[config.mk]
export PLATFORM = sky130hd
export DESIGN_NAME = openadc_interface
export DESIGN_NICKNAME = d
export VERILOG_FILES = /design/src/common/adc_pkg.sv /design/src/clkmon/extclk_monitor.sv /design/src/clkmon/heartbeat_leds.sv /design/src/rtl/adc_regs.sv /design/src/rtl/openadc_interface.sv
export VERILOG_INCLUDE_DIRS = /design/src /design/src/common
export SDC_FILE = /design/constraint.sdc
export NUM_CORES = 1
export LEC_CHECK = 0
export BUFFER_PORTS_ARGS = -buffer_cell sky130_fd_sc_hd__buf_2
export CAP_MARGIN = 20
export CORE_UTILIZATION = 40
export CTS_BUF_LIST = sky130_fd_sc_hd__clkbuf_4
export CTS_CLUSTER_SIZE = 40
export DETAILED_ROUTE_END_ITERATION = 12
export PLACE_DENSITY = 0.58
export SLEW_MARGIN = 20
export SYNTH_ARGS = -nofsm -noshare
export SYNTH_HDL_FRONTEND = slang
export SYNTH_SLANG_ARGS = --single-unit
[constraint.sdc]
create_clock -name clk_usb -period 16.4 [get_ports clk_usb]
set_input_delay 3.28 -clock clk_usb [delete_from_list [all_inputs] [get_ports clk_usb]]
set_output_delay 3.28 -clock clk_usb [all_outputs]
set_load 0.01 [all_outputs]
[src/common/adc_cfg.svh]
`ifndef ADC_CFG_SVH
`define ADC_CFG_SVH

// register bus widths
`define ADC_REG_ADDR_W     8
`define ADC_BYTECNT_W      7

// register map, one address per register
`define ADC_ADDR_GAIN      8'd0
`define ADC_ADDR_SETTINGS  8'd1
`define ADC_ADDR_STATUS    8'd2
`define ADC_ADDR_EXTLIMIT  8'd3   // 4 bytes, lsb at bytecnt 0
`define ADC_ADDR_EXTFREQ   8'd4   // 4 bytes, read only

// gate window is 2**ADC_GATE_BITS clk_usb cycles
`define ADC_GATE_BITS      8

// heartbeat timer taps, kept above the gate bit
`define ADC_FLASH_BIT      (`ADC_GATE_BITS)
`define ADC_LED_BIT        (`ADC_GATE_BITS + 1)

// status byte
`define ADC_STAT_ARM       0
`define ADC_STAT_CHANGE    1
`define ADC_STAT_MONOFF    2

// settings byte, led mode occupies two bits from ADC_SET_LED_LO
`define ADC_SET_ARM        0
`define ADC_SET_LED_LO     1
`define ADC_SET_MONOFF     3

`endif

[src/common/adc_pkg.sv]
`include "adc_cfg.svh"

package adc_pkg;

   typedef logic [`ADC_REG_ADDR_W-1:0] reg_addr_t;
   typedef logic [`ADC_BYTECNT_W-1:0]  bytecnt_t;
   typedef logic [7:0]                 reg_byte_t;
   typedef logic [31:0]                freq_t;     // edges per gate window
   typedef logic [7:0]                 gain_t;

   typedef enum logic [1:0] {
      LED_STATUS    = 2'd0,
      LED_HEARTBEAT = 2'd1,
      LED_FLASH     = 2'd2,
      LED_OFF       = 2'd3
   } led_mode_t;

   typedef struct packed {
      reg_addr_t address;
      bytecnt_t  bytecnt;
      reg_byte_t datai;
      logic      read;
      logic      write;
   } reg_bus_t;

   typedef struct packed {
      logic      arm;
      led_mode_t led_mode;
      logic      monitor_off;
      gain_t     gain;
      freq_t     extclk_limit;
   } adc_ctrl_t;

   typedef struct packed {
      freq_t freq;
      logic  change;
   } extclk_stat_t;

endpackage

[src/clkmon/extclk_monitor.sv]
`timescale 1ns/1ps

module extclk_monitor (
   input  logic                  clk_usb,
   input  logic                  reset,
   input  logic                  dut_clk_i,
   input  logic                  gate_i,
   input  logic                  monitor_off_i,
   input  adc_pkg::freq_t        limit_i,
   output adc_pkg::extclk_stat_t stat_o
);

   logic           sync1_q;
   logic           sync2_q;
   logic           sync3_q;      // previous synchronized level
   logic           rise;
   adc_pkg::freq_t count_q;      // edges in the running window
   adc_pkg::freq_t freq_q;       // edges in the last closed window
   adc_pkg::freq_t count_win;
   adc_pkg::freq_t diff;
   logic           change_q;

   // two-flop synchronizer, then edge detect in clk_usb
   always_ff @(posedge clk_usb) begin
      if (reset) begin
         sync1_q <= 1'b0;
         sync2_q <= 1'b0;
         sync3_q <= 1'b0;
      end else begin
         sync1_q <= dut_clk_i;
         sync2_q <= sync1_q;
         sync3_q <= sync2_q;
      end
   end

   assign rise = sync2_q & ~sync3_q;

   // an edge seen in the gate cycle still belongs to the closing window
   always_comb begin
      count_win = count_q + adc_pkg::freq_t'(rise);
      if (count_win > freq_q)
         diff = count_win - freq_q;
      else
         diff = freq_q - count_win;
   end

   always_ff @(posedge clk_usb) begin
      if (reset) begin
         count_q <= '0;
         freq_q  <= '0;
      end else if (gate_i) begin
         count_q <= '0;
         freq_q  <= count_win;
      end else begin
         count_q <= count_win;
      end
   end

   // sticky until the monitor is switched off
   always_ff @(posedge clk_usb) begin
      if (reset) begin
         change_q <= 1'b0;
      end else if (monitor_off_i) begin
         change_q <= 1'b0;
      end else if (gate_i && (freq_q != '0) && (diff > limit_i)) begin
         change_q <= 1'b1;
      end
   end

   assign stat_o.freq   = freq_q;
   assign stat_o.change = change_q;

endmodule

[src/clkmon/heartbeat_leds.sv]
`timescale 1ns/1ps
`include "adc_cfg.svh"

module heartbeat_leds #(
   parameter int pGATE_BITS = `ADC_GATE_BITS
)(
   input  logic                 clk_usb,
   input  logic                 reset,
   input  logic                 arm_i,
   input  adc_pkg::led_mode_t   led_mode_i,
   input  logic                 change_i,
   output logic                 gate_o,
   output logic                 flash_pattern_o,
   output logic                 led_armed_o,
   output logic                 led_capture_o
);

   // timer must reach the gate bit as well as both LED taps
   localparam int TIMER_W = (pGATE_BITS > `ADC_LED_BIT) ? pGATE_BITS : `ADC_LED_BIT + 1;

   logic [TIMER_W-1:0] timer_q;
   logic               gate_bit_q;   // gate bit delayed, for edge detect

   always_ff @(posedge clk_usb) begin
      if (reset) begin
         timer_q    <= '0;
         gate_bit_q <= 1'b0;
         gate_o     <= 1'b0;
      end else begin
         timer_q    <= timer_q + 1'b1;
         gate_bit_q <= timer_q[pGATE_BITS-1];
         gate_o     <= timer_q[pGATE_BITS-1] & ~gate_bit_q;   // one cycle per window
      end
   end

   // slow blink, used to flag a clock change
   always_ff @(posedge clk_usb) begin
      if (reset) begin
         flash_pattern_o <= 1'b0;
      end else begin
         flash_pattern_o <= ~timer_q[`ADC_FLASH_BIT];
      end
   end

   always_comb begin
      if (change_i) begin
         // a detected change wins over any selected mode
         led_armed_o   = flash_pattern_o;
         led_capture_o = flash_pattern_o;
      end else begin
         case (led_mode_i)
            adc_pkg::LED_HEARTBEAT: begin
               led_armed_o   = timer_q[`ADC_LED_BIT];
               led_capture_o = timer_q[`ADC_LED_BIT];
            end
            adc_pkg::LED_FLASH: begin
               led_armed_o   = flash_pattern_o;
               led_capture_o = flash_pattern_o;
            end
            adc_pkg::LED_OFF: begin
               led_armed_o   = 1'b0;
               led_capture_o = 1'b0;
            end
            default: begin      // status
               led_armed_o   = arm_i;
               led_capture_o = change_i;
            end
         endcase
      end
   end

endmodule

[src/rtl/adc_regs.sv]
`timescale 1ns/1ps
`include "adc_cfg.svh"

module adc_regs (
   input  logic                  clk_usb,
   input  logic                  reset,
   input  adc_pkg::reg_bus_t     bus_i,
   input  adc_pkg::extclk_stat_t stat_i,
   output adc_pkg::adc_ctrl_t    ctrl_o,
   output adc_pkg::reg_byte_t    datao_o
);

   adc_pkg::reg_byte_t settings_q;
   adc_pkg::gain_t     gain_q;
   adc_pkg::freq_t     limit_q;
   adc_pkg::reg_byte_t status;
   logic               lane_ok;      // bytecnt points inside a 4-byte register

   // picks one byte of a 32-bit value, zero past the top byte
   function automatic adc_pkg::reg_byte_t byte_lane(input adc_pkg::freq_t word,
                                                     input adc_pkg::bytecnt_t idx);
      adc_pkg::reg_byte_t result;
      result = '0;
      if (idx < adc_pkg::bytecnt_t'(4))
         result = word[{idx[1:0], 3'b000} +: 8];
      return result;
   endfunction

   assign lane_ok = (bus_i.bytecnt < adc_pkg::bytecnt_t'(4));

   always_ff @(posedge clk_usb) begin
      if (reset) begin
         settings_q <= '0;
         gain_q     <= '0;
         limit_q    <= '0;
      end else if (bus_i.write) begin
         case (bus_i.address)
            `ADC_ADDR_SETTINGS: begin
               if (bus_i.bytecnt == '0)
                  settings_q <= bus_i.datai;
            end
            `ADC_ADDR_GAIN: begin
               if (bus_i.bytecnt == '0)
                  gain_q <= bus_i.datai;
            end
            `ADC_ADDR_EXTLIMIT: begin
               if (lane_ok)
                  limit_q[{bus_i.bytecnt[1:0], 3'b000} +: 8] <= bus_i.datai;
            end
            default: ;   // status and frequency are read only
         endcase
      end
   end

   always_comb begin
      status                   = '0;
      status[`ADC_STAT_ARM]    = settings_q[`ADC_SET_ARM];
      status[`ADC_STAT_CHANGE] = stat_i.change;
      status[`ADC_STAT_MONOFF] = settings_q[`ADC_SET_MONOFF];
   end

   // zero-latency read mux
   always_comb begin
      datao_o = '0;
      if (bus_i.read) begin
         case (bus_i.address)
            `ADC_ADDR_SETTINGS: datao_o = byte_lane(adc_pkg::freq_t'(settings_q),
                                                    bus_i.bytecnt);
            `ADC_ADDR_STATUS:   datao_o = byte_lane(adc_pkg::freq_t'(status), bus_i.bytecnt);
            `ADC_ADDR_GAIN:     datao_o = byte_lane(adc_pkg::freq_t'(gain_q), bus_i.bytecnt);
            `ADC_ADDR_EXTLIMIT: datao_o = byte_lane(limit_q, bus_i.bytecnt);
            `ADC_ADDR_EXTFREQ:  datao_o = byte_lane(stat_i.freq, bus_i.bytecnt);
            default:            datao_o = '0;
         endcase
      end
   end

   assign ctrl_o.arm          = settings_q[`ADC_SET_ARM];
   assign ctrl_o.led_mode     = adc_pkg::led_mode_t'(settings_q[`ADC_SET_LED_LO +: 2]);
   assign ctrl_o.monitor_off  = settings_q[`ADC_SET_MONOFF];
   assign ctrl_o.gain         = gain_q;
   assign ctrl_o.extclk_limit = limit_q;

endmodule

[src/rtl/openadc_interface.sv]
`timescale 1ns/1ps
`include "adc_cfg.svh"

module openadc_interface (
   input  logic                clk_usb,
   input  logic                reset,
   input  adc_pkg::reg_addr_t  reg_address_i,
   input  adc_pkg::bytecnt_t   reg_bytecnt_i,
   input  adc_pkg::reg_byte_t  reg_datai_i,
   input  logic                reg_read_i,
   input  logic                reg_write_i,
   input  logic                dut_clk_i,       // target clock, asynchronous
   output adc_pkg::reg_byte_t  reg_datao_o,
   output logic                led_armed_o,
   output logic                led_capture_o,
   output logic                amp_gain_o,
   output logic                flash_pattern_o
);

   adc_pkg::reg_bus_t     reg_bus;
   adc_pkg::adc_ctrl_t    ctrl;
   adc_pkg::extclk_stat_t ext_stat;
   logic                  gate;
   logic [8:0]            pwm_acc_q;   // msb is the carry out

   assign reg_bus = '{address: reg_address_i,
                      bytecnt: reg_bytecnt_i,
                      datai:   reg_datai_i,
                      read:    reg_read_i,
                      write:   reg_write_i};

   adc_regs i_regs (
      .clk_usb (clk_usb),
      .reset   (reset),
      .bus_i   (reg_bus),
      .stat_i  (ext_stat),
      .ctrl_o  (ctrl),
      .datao_o (reg_datao_o)
   );

   heartbeat_leds #(
      .pGATE_BITS (`ADC_GATE_BITS)
   ) i_heartbeat (
      .clk_usb         (clk_usb),
      .reset           (reset),
      .arm_i           (ctrl.arm),
      .led_mode_i      (ctrl.led_mode),
      .change_i        (ext_stat.change),
      .gate_o          (gate),
      .flash_pattern_o (flash_pattern_o),
      .led_armed_o     (led_armed_o),
      .led_capture_o   (led_capture_o)
   );

   extclk_monitor i_extclk (
      .clk_usb       (clk_usb),
      .reset         (reset),
      .dut_clk_i     (dut_clk_i),
      .gate_i        (gate),
      .monitor_off_i (ctrl.monitor_off),
      .limit_i       (ctrl.extclk_limit),
      .stat_o        (ext_stat)
   );

   // gain PWM, carry rate is gain/256
   always_ff @(posedge clk_usb) begin
      if (reset)
         pwm_acc_q <= '0;
      else
         pwm_acc_q <= {1'b0, pwm_acc_q[7:0]} + {1'b0, ctrl.gain};
   end

   assign amp_gain_o = pwm_acc_q[8];

endmodule

Yosys cells after proc, flatten, opt, wreduce, memory -nomap -nowiden. Cells that the tools add are included.

Register bits after elaboration: 138. Logic and storage cells: 65. Input bits: 28.

Equal/unequal tests: 7. Magnitude comparators: 3. Reductions and logical operators: 10. Add/sub/neg operators: 6. Muxes and demuxes: 13. Shifts and indexed selects: 7. Bitwise operators: 5.

Operators with widths (number): indexed part select 32 x 6 -> 8 bit (5); greater-than comparator 32 bit (2); subtractor 32 bit (2); two-way mux 8 bit (6); one-hot mux 8 bit (5 select lines) (1); adder 32 x 1 -> 32 bit (1); bitwise mux 32 bit (1); two-way mux 32 bit (1); nonzero test 32 bit (1); variable shift 8 x 7 -> 32 bit (first input constant) (1); indexed part select 8 x 7 -> 32 bit (1); equality test 8 x 2 -> 1 bit (second input constant) (2); adder 10 x 1 -> 10 bit (second input constant) (1); adder 8 x 8 -> 9 bit (1); AND reduction 3 bit (3); equality test 8 x 1 -> 1 bit (second input constant) (1); equality test 8 x 3 -> 1 bit (second input constant) (1); zero test 8 bit (1); zero test 7 bit (1); less-than comparator 7 x 3 -> 1 bit (second input constant) (1); negation 5 -> 7 bit (1); equality test 2 bit (second input constant) (2); OR reduction 2 bit (2); inverter 1 bit (3); other kinds (6) (9).

Longest topological paths before layout.
Depth after elaboration: 7. Mapped depth: 32.

Cells and area by module. Synthesis repeated with hierarchy kept, for this count alone.

Cell total of the unflattened synthesis: 1370. Area total of the unflattened synthesis: 10871.7 µm².

By module, submodules not included: extclk_monitor (times used 1, area an instance 6805.3 µm², cells each 896); adc_regs (times used 1, area an instance 2912.8 µm², cells each 349); heartbeat_leds (times used 1, area an instance 581.8 µm², cells each 65); openadc_interface (times used 1, area an instance 571.8 µm², cells each 60).

Worst setup path after synthesis. Ideal clock, no wire load.

Path kind: input to output. Start: in reg_address_i[1]. End: out reg_datao_o[2]. Arrival: 4.982 ns. Cell stages on the path: 6. Path slack: 8.138 ns. Required time: 13.120 ns. Cell sequence: buf_2 nor4b_2 and2_1 a22oi_1 mux4_2 nor2_1.

Cells in the longest elaborated chain, start to end: 3.

Ends and longest elaborated chain: start, declared (RTL line openadc_interface.sv:7) `input adc_pkg::reg_addr_t reg_address_i,`; equality test 8 x 3 -> 1 bit (tied with other cells) (RTL line adc_regs.sv:66) `case (bus_i.address)`; one-hot mux 8 bit (5 select lines) (*) (RTL line adc_regs.sv:66); two-way mux 8 bit (*) (RTL line adc_regs.sv:65) `if (bus_i.read) begin`; end, declared (RTL line openadc_interface.sv:13) `output adc_pkg::reg_byte_t reg_datao_o,`.

Every way passes the cells marked *; elsewhere a longest branch is shown, timed or not.

Final worst setup path.
Start: in reg_address_i[0]. End: out reg_datao_o[2].

The elaborated chain is that of the path after synthesis.

==> results.sh <==
export IMPL_critical_path_arrival_ns=5.46
export IMPL_drtIter0Drc=720
export IMPL_status="finished, final reports clean"
export IMPL_grt_max_degree=82
export IMPL_route_detailed_drc=0
export IMPL_hpwl_um=22800
export IMPL_fin_util_pct=43.4
export IMPL_firstDrtPassIters=5
export IMPL_ir_drop_uv=38.1
export IMPL_cts_root_buffer="clkbuf_4"
export IMPL_critical_path_class="in2out"
export IMPL_ctsResizeCount=0
export IMPL_rsz0062_at_grt="no"
export IMPL_ys_warn_count=0
export IMPL_fin_crit_ns=8.74
export IMPL_grt_pass1_vias=8511
export IMPL_cpMaxStageDelayCell="nor4b_2"
export IMPL_die_w_um=163
export IMPL_htree_levels=4
export IMPL_coreArea_um2=25300
export IMPL_die_h_um=163
export IMPL_slew_headroom_pct=19.9
export IMPL_grt_ovfl_total=0
export IMPL_antenna_found_initial=1
export IMPL_numCtsBuffers=17
export IMPL_synthDistinctLibCells=72
export IMPL_path_buf_inv=2
export IMPL_synth_edf_count=0
export IMPL_setup_tns_final_ns=0
export IMPL_setup_viol=0
export IMPL_cp_start_kind="input port"
export IMPL_hold_class="reg2reg"
export IMPL_worst_pin_slew_ns=1.20
export IMPL_finalCritPeriodShare_pct=53.3
export IMPL_cts_tree="done"
export IMPL_cap_violations=0
export IMPL_place_gp_congestion=0.932
export IMPL_vias=9099
export IMPL_io_pins=40
export IMPL_insertion_delay_ns=0.61
export IMPL_drive_gt1_share_pct=8.88
export IMPL_cpPeakStageDelay_ns=0.80
export IMPL_grt_pass1_wl_um=46900
export IMPL_postCtsSetupBuffers=0
export IMPL_fmax_mhz=114
export IMPL_syn_nets=1442
export IMPL_hold_buffers=0
export IMPL_cp_max_fo=14
export IMPL_drv_slew=0
export IMPL_rows=58
export IMPL_final_common_cell="nor2_1"
export IMPL_gr_usage_all_layers_pct=22.9
export IMPL_wl_per_cell_um=18.1
export IMPL_hold_viol_final=0
export IMPL_routed_wirelength_um=29700
export IMPL_async_flop_share_pct=0
export IMPL_p_leak_uw=0.00471
export IMPL_start_util_pct=41.0
export IMPL_avgSynthCellArea_um2=7.98
export IMPL_ant_nets=0
export IMPL_cp_cell_sequence="buf_2 -> nor4b_2 -> and2_1 -> a22oi_1 -> mux4_2 -> nor2_1 -> buf_2"
export IMPL_final_cell_mix="147 x nor2_1, 137 x dfxtp_1, 119 x inv_1"
export IMPL_die_area_um2=26500
export IMPL_clkSinkCount=138
export IMPL_ys_ff_latch=138
export IMPL_clk_path_buf_depth=2
export IMPL_syn2layout_area_growth_pct=5.96
export IMPL_synthCells=1297
export IMPL_powerDensity_nw_per_um2=60.8
export IMPL_path_clk_slew_ns=0.17
export IMPL_final_net_count=1439
export IMPL_ys_dominant_reg_cell="dfxtp_1"
export IMPL_crit_family="simple AND/OR/NAND/NOR gates"
export IMPL_cpMostUsedCell="buf_2"
export IMPL_vias_per_cell=5.55
export IMPL_portBuffers=39
export IMPL_crit_required_ns=13.12
export IMPL_syn_cell_area_um2=10400
export IMPL_cp_end_kind="output pin"
export IMPL_seq_area_frac_synth_pct=26.7
export IMPL_skew_ns=0.0329
-- cells by family after synthesis --
family,Yosys count,synth area share (%)
and+or+nand+nor,412,19.0
AOI/OAI and AO/OA,323,20.1
buffers and inverters,184,7.06
DFF,138,26.7
adders and majority gates,117,14.4
xor gates and xnor gates,74,6.26
muxes,49,6.55
-- final timing paths --
| check | start | endpoint | slack (ns) | depth (start not counted) |
|---|---|---|---|---|
| max | reg_address_i[0] | reg_datao_o[2] | 7.66 | 7 |
| min | i_heartbeat.gate_bit_q | i_heartbeat.gate_o | 0.39 | 1 |
| max reg2reg | i_extclk.sync2_q | i_extclk.change_q | 9.16 | 27 |
| min reg2reg | i_heartbeat.gate_bit_q | i_heartbeat.gate_o | 0.39 | 1 |
-- metal layers --
| layer | GRT usage [%] | vias up | part of all wire (%) |
|---|---|---|---|
| met5 | 0 | - | 0 |
| met4 | 4.80 | 0 | 1.2 |
| met3 | 4.38 | 31 | 5.5 |
| met2 | 36.5 | 249 | 46 |
| met1 | 31.8 | 4267 | 48 |
| li1 | - | 4552 | - |
-- final cells by class --
cell class,count,area [um2]
Tap cell,330,413
Sequential cell,138,2760
Timing Repair Buffer,43,228
Clock inverter,15,129
Antenna cell,1,2.50
Inverter,119,447
Clock buffer,17,128
Multi-Input combinational cell,975,6860
Fill cell,2597,14300
-- power by group --
part | switching (uW) | internal (uW)
combinational | 61.7 | 43.3
clock | 160 | 65.0
sequential | 0.759 | 337
-- through the flow --
stage | worst slack [ns] | area [um2] | total power (uW) | hold WS, ns | cells
after floorplan | 8.14 | 10400 | 422 | 0.367 | 1297
after global placement | 7.68 | 10700 | 447 | 0.374 | 1605
after detailed placement | 7.67 | 10700 | 449 | 0.376 | 1605
after CTS | 7.67 | 11000 | 676 | 0.399 | 1637
after global routing | 7.55 | 11000 | 702 | 0.416 | 1638
final | 7.66 | 11000 | 667 | 0.393 | 1638
-- cell usage after synthesis (3+ instances only) --
cell type  count  share of area, %
o21ai_1        3              0.14
a21oi_1      117               5.7
o21bai_1       8              0.58
nor3_1         8              0.39
fa_1           3              0.58
mux2_2         6              0.65
nor4_1        12              0.72
buf_1          5              0.18
nor3b_1        3              0.22
nor2b_1       21               1.3
ha_1         114                14
dfxtp_1      138                27
xor2_1        38               3.2
nand2b_1       9              0.54
a21o_1        47               3.4
a221oi_1       3              0.25
and2_1        11              0.66
nand4_1       24               1.4
nand2_1       85               3.1
or2_2          5              0.30
nand3_1       61               2.9
xnor2_1       36               3.0
a22oi_1        8              0.58
o211ai_1       4              0.29
mux4_2        14               3.0
o21ai_0       42               2.0
o21a_1         5              0.36
and4_1         4              0.34
o31ai_1        8              0.58
nor2_1       147               5.3
buf_2         20              0.97
inv_1        119               4.3
clkbuf_1      37               1.3
or3_1          3              0.18
and3_1         8              0.48
mux2i_1       28               2.7
a211oi_1      37               2.7
a31oi_1       10              0.60
-- state kept, by name, summed over array words and instances, names as in the netlist --
| register | cells |
|---|---|
| i_heartbeat.gate_bit_q | 1 |
| i_extclk.freq_q | 32 |
| i_extclk.change_q | 1 |
| i_heartbeat.flash_pattern_o | 1 |
| i_extclk.sync2_q | 1 |
| i_regs.limit_q | 32 |
| pwm_acc_q | 9 |
| i_heartbeat.gate_o | 1 |
| i_extclk.sync1_q | 1 |
| i_heartbeat.timer_q | 10 |
| i_extclk.count_q | 32 |
| i_regs.gain_q | 8 |
| i_regs.settings_q | 8 |
| i_extclk.sync3_q | 1 |
(Power assumes the default switching activity.)
